**src/source/fht_params.svh**
```systemverilog
/*
 * Global sizing for the 8-point FHT core: sample width, block length,
 * fixed-point square root of two constant
 */
`ifndef FHT_PARAMS_SVH
`define FHT_PARAMS_SVH

// Input sample width in bits
`define FHT_IN_W 8
// Samples per transform block
`define FHT_POINTS 8
// Square root of two in Q7 and its shift
`define FHT_SQRT2_Q 181
`define FHT_SQRT2_SH 7

`endif

```
**src/source/fht_ctrl_pkg.sv**
```systemverilog
/*
 * Control encodings for the FHT output serializer
 */
package fht_ctrl_pkg;

	// Serializer FSM states
	typedef enum logic {
		SER_IDLE = 1'b0,
		SER_EMIT = 1'b1
	} fht_ser_state_e;

endpackage

```
**src/source/fht_data_pkg.sv**
```systemverilog
/*
 * Signed data types for every stage of the 8-point FHT datapath
 */
`include "fht_params.svh"

package fht_data_pkg;

	// Raw input sample
	typedef logic signed [`FHT_IN_W-1:0] fht_in_t;

	// First stage sum or difference, one guard bit
	typedef logic signed [`FHT_IN_W:0] fht_s1_t;

	// Second stage result and scaled odd term
	typedef logic signed [`FHT_IN_W+1:0] fht_s2_t;

	// Final Hartley coefficient
	typedef logic signed [`FHT_IN_W+2:0] fht_out_t;

endpackage

```
**src/source/fht_1d_x8.sv**
```systemverilog
/*
 * 8-point 1D FHT top: aligner, even and odd halves, serializer
 */
`timescale 1ns/1ps

module fht_1d_x8
	import fht_data_pkg::*;
(
	input  logic     sclk,
	input  logic     rstn,
	input  logic     x_valid,
	input  fht_in_t  x_data,
	output logic     fht_valid,
	output fht_out_t fht_data
);

	// Block strobe and first stage outputs
	logic     blk_valid;
	fht_s1_t  a0, a1, a2, a3;
	fht_s1_t  b0, b1, b2, b3;

	// Coefficients and their common strobe
	logic     stg_valid;
	fht_out_t h0, h1, h2, h3, h4, h5, h6, h7;

	fht_input_align u_input_align (
		.sclk(sclk), .rstn(rstn),
		.x_valid(x_valid), .x_data(x_data),
		.blk_valid(blk_valid),
		.a0(a0), .a1(a1), .a2(a2), .a3(a3),
		.b0(b0), .b1(b1), .b2(b2), .b3(b3)
	);

	fht_even_path u_even_path (
		.sclk(sclk), .rstn(rstn), .blk_valid(blk_valid),
		.a0(a0), .a1(a1), .a2(a2), .a3(a3),
		.stg_valid(stg_valid),
		.h0(h0), .h2(h2), .h4(h4), .h6(h6)
	);

	fht_odd_path u_odd_path (
		.sclk(sclk), .rstn(rstn), .blk_valid(blk_valid),
		.b0(b0), .b1(b1), .b2(b2), .b3(b3),
		.h1(h1), .h3(h3), .h5(h5), .h7(h7)
	);

	fht_out_serial u_out_serial (
		.sclk(sclk), .rstn(rstn), .stg_valid(stg_valid),
		.h0(h0), .h1(h1), .h2(h2), .h3(h3),
		.h4(h4), .h5(h5), .h6(h6), .h7(h7),
		.fht_valid(fht_valid), .fht_data(fht_data)
	);

endmodule

```
**src/source/fht_bfly.sv**
```systemverilog
/*
 * Registered two-point Hartley butterfly, sum and difference with one bit growth
 */
`timescale 1ns/1ps

module fht_bfly #(
	parameter int WIDTH = 9
) (
	input  logic                    sclk,
	input  logic                    rstn,
	input  logic                    en,
	input  logic signed [WIDTH-1:0] a,
	input  logic signed [WIDTH-1:0] b,
	output logic signed [WIDTH:0]   sum,
	output logic signed [WIDTH:0]   dif
);

	// Sign extended operands
	logic signed [WIDTH:0] a_x;
	logic signed [WIDTH:0] b_x;

	assign a_x = a;
	assign b_x = b;

	// Hold outputs between enables
	always_ff @(posedge sclk or negedge rstn) begin
		if (!rstn) begin
			sum <= '0;
			dif <= '0;
		end else if (en) begin
			sum <= a_x + b_x;
			dif <= a_x - b_x;
		end
	end

endmodule

```
**src/source/fht_even_path.sv**
```systemverilog
/*
 * Even half of the flowgraph: stages 2 and 3 on the first stage sums,
 * gives h0, h2, h4, h6 and the stage valid strobe
 */
`timescale 1ns/1ps

module fht_even_path
	import fht_data_pkg::*;
(
	input  logic     sclk,
	input  logic     rstn,
	input  logic     blk_valid,
	input  fht_s1_t  a0,
	input  fht_s1_t  a1,
	input  fht_s1_t  a2,
	input  fht_s1_t  a3,
	output logic     stg_valid,
	output fht_out_t h0,
	output fht_out_t h2,
	output fht_out_t h4,
	output fht_out_t h6
);

	fht_s2_t c0, c1, d0, d1;
	// Third stage enable, one cycle behind blk_valid
	logic    en_s3;

	// Stage 3 results appear one cycle after en_s3
	always_ff @(posedge sclk or negedge rstn) begin
		if (!rstn) begin
			en_s3     <= 1'b0;
			stg_valid <= 1'b0;
		end else begin
			en_s3     <= blk_valid;
			stg_valid <= en_s3;
		end
	end

	// Stage 2
	fht_bfly #(.WIDTH($bits(fht_s1_t))) u_s2_c (
		.sclk(sclk), .rstn(rstn), .en(blk_valid), .a(a0), .b(a2), .sum(c0), .dif(d0)
	);
	fht_bfly #(.WIDTH($bits(fht_s1_t))) u_s2_d (
		.sclk(sclk), .rstn(rstn), .en(blk_valid), .a(a1), .b(a3), .sum(c1), .dif(d1)
	);

	// Stage 3
	fht_bfly #(.WIDTH($bits(fht_s2_t))) u_s3_04 (
		.sclk(sclk), .rstn(rstn), .en(en_s3), .a(c0), .b(c1), .sum(h0), .dif(h4)
	);
	fht_bfly #(.WIDTH($bits(fht_s2_t))) u_s3_26 (
		.sclk(sclk), .rstn(rstn), .en(en_s3), .a(d0), .b(d1), .sum(h2), .dif(h6)
	);

endmodule

```
**src/source/fht_input_align.sv**
```systemverilog
/*
 * Input aligner: valid sample counter, serial to parallel capture,
 * combinational first butterfly stage
 */
`timescale 1ns/1ps
`include "fht_params.svh"

module fht_input_align
	import fht_data_pkg::*;
(
	input  logic    sclk,
	input  logic    rstn,
	input  logic    x_valid,
	input  fht_in_t x_data,
	output logic    blk_valid,
	output fht_s1_t a0,
	output fht_s1_t a1,
	output fht_s1_t a2,
	output fht_s1_t a3,
	output fht_s1_t b0,
	output fht_s1_t b1,
	output fht_s1_t b2,
	output fht_s1_t b3
);

	localparam int CNT_W = $clog2(`FHT_POINTS);

	logic [CNT_W-1:0] cnt;
	logic             last;
	// Older samples of the block, index 0 is the newest
	fht_in_t          sh [0:`FHT_POINTS-2];
	// Complete block in arrival order
	fht_in_t          xp [0:`FHT_POINTS-1];

	// Eighth valid sample closes the block
	assign last = x_valid && (cnt == CNT_W'(`FHT_POINTS - 1));

	always_ff @(posedge sclk or negedge rstn) begin
		if (!rstn) begin
			cnt       <= '0;
			blk_valid <= 1'b0;
		end else begin
			blk_valid <= last;
			if (x_valid)
				cnt <= cnt + 1'b1;
		end
	end

	// Shift in on every valid sample
	always_ff @(posedge sclk) begin
		if (x_valid) begin
			sh[0] <= x_data;
			for (int i = 1; i < `FHT_POINTS - 1; i++)
				sh[i] <= sh[i-1];
		end
	end

	// Parallel load together with the closing sample, oldest first
	always_ff @(posedge sclk) begin
		if (last) begin
			for (int i = 0; i < `FHT_POINTS - 1; i++)
				xp[i] <= sh[`FHT_POINTS-2-i];
			xp[`FHT_POINTS-1] <= x_data;
		end
	end

	// First stage, x_k against x_(k+4)
	assign a0 = fht_s1_t'(xp[0]) + fht_s1_t'(xp[4]);
	assign a1 = fht_s1_t'(xp[1]) + fht_s1_t'(xp[5]);
	assign a2 = fht_s1_t'(xp[2]) + fht_s1_t'(xp[6]);
	assign a3 = fht_s1_t'(xp[3]) + fht_s1_t'(xp[7]);
	assign b0 = fht_s1_t'(xp[0]) - fht_s1_t'(xp[4]);
	assign b1 = fht_s1_t'(xp[1]) - fht_s1_t'(xp[5]);
	assign b2 = fht_s1_t'(xp[2]) - fht_s1_t'(xp[6]);
	assign b3 = fht_s1_t'(xp[3]) - fht_s1_t'(xp[7]);

endmodule

```
**src/source/fht_odd_path.sv**
```systemverilog
/*
 * Odd half of the flowgraph: square root of two scaling and stages 2 and 3
 * on the first stage differences, gives h1, h3, h5, h7
 */
`timescale 1ns/1ps
`include "fht_params.svh"

module fht_odd_path
	import fht_data_pkg::*;
(
	input  logic     sclk,
	input  logic     rstn,
	input  logic     blk_valid,
	input  fht_s1_t  b0,
	input  fht_s1_t  b1,
	input  fht_s1_t  b2,
	input  fht_s1_t  b3,
	output fht_out_t h1,
	output fht_out_t h3,
	output fht_out_t h5,
	output fht_out_t h7
);

	// Product needs the operand width plus the 9 bit signed constant
	localparam int PROD_W = $bits(fht_s1_t) + 9;

	fht_s2_t                  e, f;
	fht_s2_t                  m1, m2;
	logic signed [PROD_W-1:0] p1, p2;
	logic                     en_s3;

	// Constant multiply, exact before the shift
	assign p1 = b1 * PROD_W'(`FHT_SQRT2_Q);
	assign p2 = b3 * PROD_W'(`FHT_SQRT2_Q);

	// Arithmetic shift floors toward minus infinity
	// Registered alongside the stage 2 butterfly
	always_ff @(posedge sclk) begin
		if (blk_valid) begin
			m1 <= fht_s2_t'(p1 >>> `FHT_SQRT2_SH);
			m2 <= fht_s2_t'(p2 >>> `FHT_SQRT2_SH);
		end
	end

	// Own copy of the stage 3 enable, same delay as the even half
	always_ff @(posedge sclk or negedge rstn) begin
		if (!rstn)
			en_s3 <= 1'b0;
		else
			en_s3 <= blk_valid;
	end

	// Stage 2, e and f
	fht_bfly #(.WIDTH($bits(fht_s1_t))) u_s2_ef (
		.sclk(sclk), .rstn(rstn), .en(blk_valid), .a(b0), .b(b2), .sum(e), .dif(f)
	);

	// Stage 3
	fht_bfly #(.WIDTH($bits(fht_s2_t))) u_s3_15 (
		.sclk(sclk), .rstn(rstn), .en(en_s3), .a(e), .b(m1), .sum(h1), .dif(h5)
	);
	fht_bfly #(.WIDTH($bits(fht_s2_t))) u_s3_37 (
		.sclk(sclk), .rstn(rstn), .en(en_s3), .a(f), .b(m2), .sum(h3), .dif(h7)
	);

endmodule

```
**src/source/fht_out_serial.sv**
```systemverilog
/*
 * Output serializer: captures eight coefficients, streams h0 to h7
 */
`timescale 1ns/1ps
`include "fht_params.svh"

module fht_out_serial
	import fht_data_pkg::*;
	import fht_ctrl_pkg::*;
(
	input  logic     sclk,
	input  logic     rstn,
	input  logic     stg_valid,
	input  fht_out_t h0,
	input  fht_out_t h1,
	input  fht_out_t h2,
	input  fht_out_t h3,
	input  fht_out_t h4,
	input  fht_out_t h5,
	input  fht_out_t h6,
	input  fht_out_t h7,
	output logic     fht_valid,
	output fht_out_t fht_data
);

	localparam int IDX_W = $clog2(`FHT_POINTS);

	fht_ser_state_e   state;
	logic [IDX_W-1:0] idx;
	// Holding bank in output order
	fht_out_t         bank [0:`FHT_POINTS-1];

	// Bank capture, old contents still read on the same edge
	always_ff @(posedge sclk) begin
		if (stg_valid) begin
			bank[0] <= h0;
			bank[1] <= h1;
			bank[2] <= h2;
			bank[3] <= h3;
			bank[4] <= h4;
			bank[5] <= h5;
			bank[6] <= h6;
			bank[7] <= h7;
		end
	end

	always_ff @(posedge sclk or negedge rstn) begin
		if (!rstn) begin
			state     <= SER_IDLE;
			idx       <= '0;
			fht_valid <= 1'b0;
			fht_data  <= '0;
		end else begin
			fht_valid <= (state == SER_EMIT);
			fht_data  <= (state == SER_EMIT) ? bank[idx] : '0;
			// New block always restarts at h0
			if (stg_valid) begin
				state <= SER_EMIT;
				idx   <= '0;
			end else if (state == SER_EMIT) begin
				idx <= idx + 1'b1;
				if (idx == IDX_W'(`FHT_POINTS - 1))
					state <= SER_IDLE;
			end
		end
	end

endmodule

```
**config.mk**
```make
export PLATFORM = sky130hd
export DESIGN_NAME = fht_1d_x8
export DESIGN_NICKNAME = d
export VERILOG_FILES = /design/src/source/fht_ctrl_pkg.sv /design/src/source/fht_data_pkg.sv /design/src/source/fht_1d_x8.sv /design/src/source/fht_bfly.sv /design/src/source/fht_even_path.sv /design/src/source/fht_input_align.sv /design/src/source/fht_odd_path.sv /design/src/source/fht_out_serial.sv
export VERILOG_INCLUDE_DIRS = /design/src /design/src/source
export SDC_FILE = /design/constraint.sdc
export NUM_CORES = 1
export LEC_CHECK = 0
export ABC_AREA = 0
export BUFFER_PORTS_ARGS = -buffer_cell sky130_fd_sc_hd__buf_2
export CORE_ASPECT_RATIO = 1.2
export CORE_MARGIN = 2
export CORE_UTILIZATION = 45
export CTS_CLUSTER_DIAMETER = 40
export DETAILED_ROUTE_END_ITERATION = 7
export HOLD_SLACK_MARGIN = 0.12
export SYNTH_ARGS = -nofsm -noshare
export SYNTH_HDL_FRONTEND = slang
export SYNTH_SLANG_ARGS = --single-unit
```
**constraint.sdc**
```tcl
create_clock -name sclk -period 14.3 [get_ports sclk]
set_input_delay 1.43 -clock sclk [delete_from_list [all_inputs] [get_ports sclk]]
set_output_delay 1.43 -clock sclk [all_outputs]
set_load 0.02 [all_outputs]
```
### After elaboration in Yosys (flattened, before gate mapping)

Memories as Yosys holds them, arrays and structs flattened.
Cells that the tools add are included.

| storage, ports and cells | value |
|---|---|
| output and inout bits | 12 |
| bits in writable memories | 208 |
| bits in registers | 190 |
| input port bits | 11 |
| memories | 3 |

Memory list:

| memory | words | width | rd ports | clocked after Yosys merged registers in | wr ports | line | RTL |
|---|---|---|---|---|---|---|---|
| u_out_serial.bank | 8 | 11 | 1 | 0 | 8 | fht_out_serial.sv:31 | `` fht_out_t bank [0:`FHT_POINTS-1]; `` |
| u_input_align.xp | 8 | 8 | 8 | 0 | 8 | fht_input_align.sv:33 | `` fht_in_t xp [0:`FHT_POINTS-1]; `` |
| u_input_align.sh | 7 | 8 | 7 | 0 | 7 | fht_input_align.sv:31 | `` fht_in_t sh [0:`FHT_POINTS-2]; `` |

| cells by class | value |
|---|---|
| $add $sub $neg | 24 |
| reductions and logical operators | 2 |
| multiplexer cells | 12 |
| eq/ne operators | 2 |
| multiply operators | 2 |

Operator list:

| operator | number |
|---|---|
| adder 10 x 10 -> 11 bit | 4 |
| subtractor 10 x 10 -> 11 bit | 4 |
| adder 8 x 8 -> 9 bit | 4 |
| subtractor 8 x 8 -> 9 bit | 4 |
| multiplier 9 x 9 -> 17 bit (second input constant) | 2 |
| adder 9 x 9 -> 10 bit | 3 |
| subtractor 9 x 9 -> 10 bit | 3 |
| two-way mux 11 bit | 1 |
| two-way mux 1 bit | 9 |
| adder 3 x 1 -> 3 bit (second input constant) | 2 |
| == test 3 bit (second input constant) | 2 |
| two-way mux 3 bit | 2 |
| nonzero test 2 bit | 1 |
| logical AND 1 bit | 1 |

### Depth between registers and ports, before layout

Gate-level depths: netlist (run 1).

| logic depth | value |
|---|---|
| depth after elaboration | 4 |
| depth in mapped cells | 24 |
| depth with buffers taken out | 24 |

### Cells and area by module

A second synthesis (run 1) with hierarchy kept.

| second synthesis, totals | value |
|---|---|
| cell total of the unflattened synthesis | 2477 |
| area, all modules | 26445.4 um2 |

Modules (own cells, without submodules):

| module | area an instance (um2) | instances | cells each |
|---|---|---|---|
| fht_input_align | 6668.9 | 1 | 532 |
| fht_bfly (u_even_path.u_s3_26 ...) | 1841.8 | 3 | 212 |
| fht_out_serial | 3838.7 | 1 | 165 |
| fht_odd_path | 3527.1 | 1 | 359 |
| fht_bfly (u_even_path.u_s2_d ...) | 1661.6 | 2 | 191 |
| fht_bfly (u_even_path.u_s3_04) | 1839.3 | 1 | 211 |
| fht_bfly (u_even_path.u_s2_c) | 1672.9 | 1 | 190 |
| fht_even_path | 50.0 | 1 | 2 |

### Worst setup path after synthesis (run 1)

OpenSTA, ideal clock, no wires.

| path | value |
|---|---|
| path kind | reg-to-reg |
| start | memory u_input_align.xp[1][8] in the netlist's numbering |
| end | register u_odd_path.m1[9], data pin |
| clock period less this slack | 5.607 ns |
| buffers on the path | 1 |
| data required time | 14.034 ns |
| setup slack | 8.693 ns |
| arrival | 5.341 ns |
| setup time | 0.266 ns |
| stages on the path, launching flop included | 23 |
| cell sequence | edfxtp_1 ha_1 fa_1 nor2b_1 o21ai_0 nand2_1 a31oi_1 o211ai_1 o21a_1 clkbuf_1 xnor2_1 fa_1 inv_1 fa_1 fa_1 inv_1 ha_1 nor2b_1 a311o_1 o311a_4 a2111oi_4 nor4_1 xnor2_1 |

RTL lines:

| item | line | RTL |
|---|---|---|
| start: declaration | fht_input_align.sv:33 |  |
| end signal: assignment | fht_odd_path.sv:40 | `` m1 <= fht_s2_t'(p1 >>> `FHT_SQRT2_SH); `` |
| end: declaration | fht_odd_path.sv:28 | `fht_s2_t m1, m2;` |

==> results of run 1 <==
==> cells in the final DEF, fill, tap and decap left out, types with 24 or more instances in the layout <==
| master | count |
|---|---|
| inv_1 | 281 |
| ha_1 | 267 |
| edfxtp_1 | 223 |
| dfrtp_1 | 159 |
| nor2_1 | 158 |
| a21oi_1 | 145 |
| xnor2_1 | 112 |
| nand2_1 | 87 |
| o21ai_0 | 85 |
| fa_1 | 59 |
| clkbuf_16 | 57 |
| nor2b_1 | 48 |
| nor3_1 | 46 |
| nand2b_1 | 29 |
| o21a_1 | 28 |
| a31oi_1 | 24 |
| xor2_1 | 24 |
==> synthesized netlist by cell type, types with 9 or more instances <==
cell      instances  share of area [%]
a21o_1           20               0.64
a21oi_1         145                3.1
a31o_2           10               0.37
a31oi_1          24               0.64
clkbuf_1         58               0.92
dfrtp_1         162                 17
edfxtp_1        223                 28
fa_1             59                5.0
ha_1            267                 14
inv_1           281                4.5
mux2_2           18               0.86
mux2i_1          17               0.72
mux4_2           20                1.9
nand2_1          87                1.4
nand2b_1         29               0.77
nand3_1           9               0.19
nor2_1          158                2.5
nor2b_1          48                1.3
nor3_1           46               0.98
o211ai_1         12               0.38
o21a_1           28               0.89
o21ai_0          85                1.8
o21ba_2          10               0.42
o21bai_1         21               0.67
o31ai_1          23               0.73
or3_1            16               0.42
xnor2_1         112                4.2
xor2_1           24               0.89
==> critical path, delay by kind of cell, from the launching register on <==
family | cells | cell delay (ns)
flip-flops | 1 | 0.40
buffers and inverters | 2 | 0.10
XOR/XNOR | 3 | 0.96
adder cells (fa/ha/maj) | 6 | 2.54
AO/OA/AOI/OAI | 5 | 1.31
AND/OR/NAND/NOR | 4 | 0.47
==> path summary, 6_finish.rpt <==
kind,to,slack (ns),cells after the start
max in group asynchronous,u_even_path.u_s3_26.sum[10],12.31,2
min in group asynchronous,u_out_serial.fht_data[1],0.69,1
min reg2reg,u_input_align.xp[0][6],0.41,0
max reg2reg,u_odd_path.m1[9],8.25,20
min,u_input_align.xp[0][6],0.41,0
max,u_odd_path.m1[9],8.25,20
==> cell type report <==
type                            count  area (um^2)  area share, %
Clock buffer                       60         1450           5.49
Clock inverter                     47          562           2.13
Inverter                          282         1060           4.01
Multi-Input combinational cell   1394        11500           43.6
Sequential cell                   385        10800           40.8
Tap cell                          697          872           3.31
Timing Repair Buffer               32          191          0.726
==> logic make-up (layout without fill, tap and decap cells) <==
family	count (synthesis)	in the layout	share of synthesized area [%]
multiplexers	55	55	3.49
XOR/XNOR	138	138	5.19
AND/OR/NAND/NOR	430	430	8.72
adder cells (fa/ha/maj)	326	326	19.2
buffers and inverters	349	421	5.60
flip-flops	385	385	45.6
AO/OA/AOI/OAI	445	445	12.2
==> layer usage <==
layer	vias up	routed length, um
met5	-	0
met4	0	1770
met3	94	1190
met2	218	27000
met1	7141	22800
li1	7421	-
==> registers in the layout, summed over array words and instances (netlist names), 11 cells and up <==
| name | flops |
|---|---|
| u_out_serial.bank | 83 |
| u_input_align.xp | 64 |
| u_input_align.sh | 56 |
| u_even_path.u_s3_26.sum | 11 |
| u_odd_path.u_s3_15.sum | 11 |
| u_odd_path.u_s3_37.sum | 11 |
| u_out_serial.fht_data | 11 |
==> per-stage QoR <==
stage,std cells,cell area [um^2]
6_report,2897,26400
5_1_grt,2897,26400
4_1_cts,2897,26400
3_5_place_dp,2790,24400
3_3_place_gp,2790,24400
2_1_floorplan,2128,23600
==> flow_summary.json, run 1 <==
{
  "grt_usage_pct": 20.2,
  "mappedNetlistNets": 2465,
  "syn_inst": 2128,
  "dieWidth_um": 213,
  "clkTransAtPathRegs_ns": 0.06,
  "fp.dieH_um": 255,
  "num_antenna_cells": 0,
  "drtPass1Iterations": 5,
  "critPathLaunchType": "flop",
  "crit_fanout": 6,
  "yosys_warnings": 0,
  "clock_latency_ns": 0.62,
  "ys_types": 68,
  "num_rows": 91,
  "wl_per_cell_um": 18.2,
  "critPathMostFrequentCell": "fa_1",
  "grt_max_degree": 79,
  "gp_congestion": 0.891,
  "post-route-min-period_ns": 6.05,
  "worst_slack_ns": 8.25,
  "use_met1_pct": 24.9,
  "end_kind": "flop",
  "crit_type": "flop to flop",
  "ctsResizeCount": 0,
  "cts_buffers": 57,
  "nNetsFinal": 2489,
  "drc": 0,
  "syn_area_um2": 23600,
  "cp_slowest_stage_delay_ns": 0.63,
  "drive_gt1_share_pct": 9.55,
  "dp_hpwl_um": 41100,
  "final_util_pct": 51.2,
  "slew_viol_final": 0,
  "relSlewSlack_pct": 24.8,
  "grt_pass1_vias": 15500,
  "synth_edf_count": 223,
  "worstReg2RegStart": "u_input_align.xp[1][8]",
  "grt_first_pass_wirelength_um": 84300,
  "worst_hold_path_type": "flop to flop",
  "io_pins": 23,
  "htreeDepth": 2,
  "dieArea_um2": 54200,
  "status": "complete, no violations",
  "antenna_found_initial": 0,
  "gr-usage-met2_pct": 36.3,
  "top_usage_layer": "met2",
  "via_per_inst": 5.13,
  "cts_tree": "yes",
  "fill_cells": 4530,
  "vias": 14900,
  "rsz0062_at_grt": "false",
  "async_flop_share_pct": 42.1,
  "root_buffer": "clkbuf_16",
  "synth.ff_latch_count": 385,
  "avgSynthCellArea_um2": 11.1,
  "setup_violations": 0,
  "synth_flop_cell": "edfxtp_1",
  "fmax_ghz": 0.165,
  "hold_start": "u_input_align.sh[6][6]",
  "crit_required_ns": 14.64,
  "port_buffers": 22,
  "areaGrowthSynthToFinish_pct": 12.0,
  "core-area_um2": 51600,
  "ys_seq_area_share_pct": 45.6,
  "drt_iter0_drc": 879,
  "fin_crit_sh_pct": 42.3,
  "ant_nets": 0,
  "initial_core_util_pct": 45.7,
  "wl_um": 52800,
  "fin_skew_ns": 0.0347,
  "worstPathCellList": "ha_1 -> fa_1 -> nor2b_1 -> o21ai_0 -> nand2_1 -> a31oi_1 -> xnor2_1 -> xnor2_1 -> fa_1 -> inv_1 -> fa_1 -> fa_1 -> inv_1 -> ha_1 -> nor2b_1 -> a311o_1 -> o311a_4 -> a2111oi_4 -> nor4_1 -> xnor2_1",
  "ctsLongestPathBuffers": 3,
  "hold_viol": 0,
  "setup_tns_ns": 0,
  "overflow": 0,
  "cts_setup_buffers": 0,
  "clock-sinks": 385,
  "cp_data_arrival_time_ns": 6.38,
  "hold_ws_ns": 0.415,
  "place_ws_ns": 8.23,
  "use_met3_pct": 2.19,
  "startpoint": "u_input_align.xp[1][8]",
  "cts_hold_buf": 0,
  "worst_pin_slew_ns": 1.13,
  "cap_violations": 0,
  "cp_slowest_cell": "xnor2_1"
}
Power of run 1 is not shown: default switching activity piles up to over one toggle a cycle in this logic, so the estimate is an artifact.
==> run 2, diff against run 1 <==
- clock period: 14.3 -> 5.4 ns (I/O delays scaled with it)
==> run 2 against run 1 <==
Compared with the run above:
- sequential share of layout area shrank 0.96 points
- utilization grew 1.2 points
- final cell count grew 1.9%
- final area grew 2.4%
- sequential cell count is the same
- die area is the same
==> flow_summary.json, run 2 (synthesized netlist as in run 1, its figures left out) <==
{
  "status": "complete, no violations",
  "largest_reg_flops": 83,
  "drive_gt1_share_pct": 13.6,
  "clkTransAtPathRegs_ns": 0.06,
  "wl_met3_um": 1520,
  "final_common_cell": "inv_1",
  "grt_pass1_vias": 15400,
  "setup_violations": 0,
  "dp_hpwl_um": 41800,
  "io_pins": 23,
  "cts_tree": "yes",
  "cp_slowest_cell": "fa_1",
  "antenna_found_initial": 0,
  "dieArea_um2": 54200,
  "nNetsFinal": 2550,
  "root_buffer": "clkbuf_16",
  "gp_congestion": 0.867,
  "worst_slack_ns": 0.0845,
  "overflow": 0,
  "htreeDepth": 2,
  "fp.dieH_um": 255,
  "relSlewSlack_pct": 24.8,
  "wl_um": 54000,
  "vias": 15200,
  "fmax_ghz": 0.188,
  "ant_nets": 0,
  "crit_required_ns": 5.74,
  "via_per_inst": 5.15,
  "grt_max_degree": 91,
  "dieWidth_um": 213,
  "wl_per_cell_um": 18.3,
  "num_antenna_cells": 0,
  "place_ws_ns": -0.125,
  "initial_core_util_pct": 45.7,
  "areaGrowthSynthToFinish_pct": 14.7,
  "cap_violations": 0,
  "fin_crit_sh_pct": 98.4,
  "ctsLongestPathBuffers": 3,
  "cp_top_family": "adder cells",
  "end_kind": "flop",
  "drc": 0,
  "drt_iter0_drc": 776,
  "worstPathCellList": "ha_2 -> fa_2 -> nor2b_2 -> o21ai_2 -> nand2_2 -> a31oi_4 -> o211ai_1 -> o21a_1 -> buf_4 -> buf_6 -> inv_2 -> ha_4 -> inv_2 -> fa_1 -> fa_1 -> fa_1 -> inv_2 -> ha_4 -> o311a_4 -> a2111oi_4 -> nor4_2 -> xnor2_1",
  "cts_buffers": 52,
  "fill_cells": 4477,
  "crit_fanout": 3,
  "grt_usage_pct": 20.4,
  "cp_data_arrival_time_ns": 5.66,
  "worst_pin_slew_ns": 1.13,
  "grt_first_pass_wirelength_um": 84000,
  "core-area_um2": 51600,
  "drtPass1Iterations": 5,
  "critPathLaunchType": "flop",
  "place_area_um2": 24800,
  "m1WireLength_um": 22900,
  "wl_met2_um": 27000,
  "worst_hold_path_type": "flop to flop",
  "hold_viol": 0,
  "clock-sinks": 385,
  "final_cell_area_um2": 27000,
  "clock_latency_ns": 0.61,
  "crit_buf_inv": 5,
  "fin_skew_ns": 0.0217,
  "num_rows": 91,
  "post-route-min-period_ns": 5.32,
  "slew_viol_final": 0,
  "crit_type": "flop to flop",
  "reg_top3": "u_out_serial.bank (83), u_input_align.xp (64), u_input_align.sh (56)",
  "cp_slowest_stage_delay_ns": 0.54,
  "final_cell_mix": "inv_1 (272), ha_1 (257), edfxtp_1 (223), dfrtp_1 (159), nor2_1 (156)",
  "route.top_layer_used": "met4",
  "rsz0062_at_grt": "true",
  "port_buffers": 22,
  "regMostFlops": "u_out_serial.bank"
}
[run 2: through the flow]
| step | TNS (ns) | hold WS [ns] | cells | util [%] |
|---|---|---|---|---|
| 2_1_floorplan | -0.0214 | 0.244 | 2128 | - |
| 3_3_place_gp | -0.00269 | 0.402 | 2835 | 48.1 |
| 3_5_place_dp | -0.171 | 0.405 | 2835 | 48.1 |
| 4_1_cts | 0 | 0.418 | 2944 | 51.9 |
| 5_1_grt | -0.422 | 0.434 | 2953 | 52.4 |
| 6_report | 0 | 0.417 | 2953 | 52.4 |
[run 2: metal layers]
layer / GRT usage (%) / up-vias
met5: 0 / -
met4: 9.53 / 0
met3: 2.93 / 106
met2: 35.9 / 217
met1: 24.6 / 7355
li1: - / 7533
[run 2: timing repair]
| item | in CTS | in global routing |
|---|---|---|
| setup endpoints to repair | 2 | 11 |
| resized for setup | 11 | 37 |
| hold endpoints to repair | 88 | 0 |
| pin swaps | 11 | 50 |
| hold buffers | 9 | 0 |
| buffers inserted | 3 | 9 |
[run 2: final cells by class]
class	count	area (um^2)	area share, %
timing repair buffer	98	733	2.71
clock buffer	61	1360	5.01
clock inverter	36	433	1.60
multi-input combinational	1394	11800	43.7
inverter	282	1060	3.92
sequential	385	10800	39.8
tap	697	872	3.23
[run 2: worst paths after layout]
check / from / end / slack (ns) / cells after the start
worst max-delay path: u_input_align.xp[1][8] / u_odd_path.m1[9] / 0.08 / 22
worst min-delay path: u_input_align.sh[6][3] / u_input_align.xp[0][3] / 0.42 / 0
worst max register to register: u_input_align.xp[1][8] / u_odd_path.m1[9] / 0.08 / 22
worst min register to register: u_input_align.sh[6][3] / u_input_align.xp[0][3] / 0.42 / 0
max in group asynchronous: rstn / u_input_align.blk_valid / 3.81 / 3
min in group asynchronous: rstn / u_out_serial.idx[2] / 0.53 / 2
Power of run 2 is left out for the same reason.
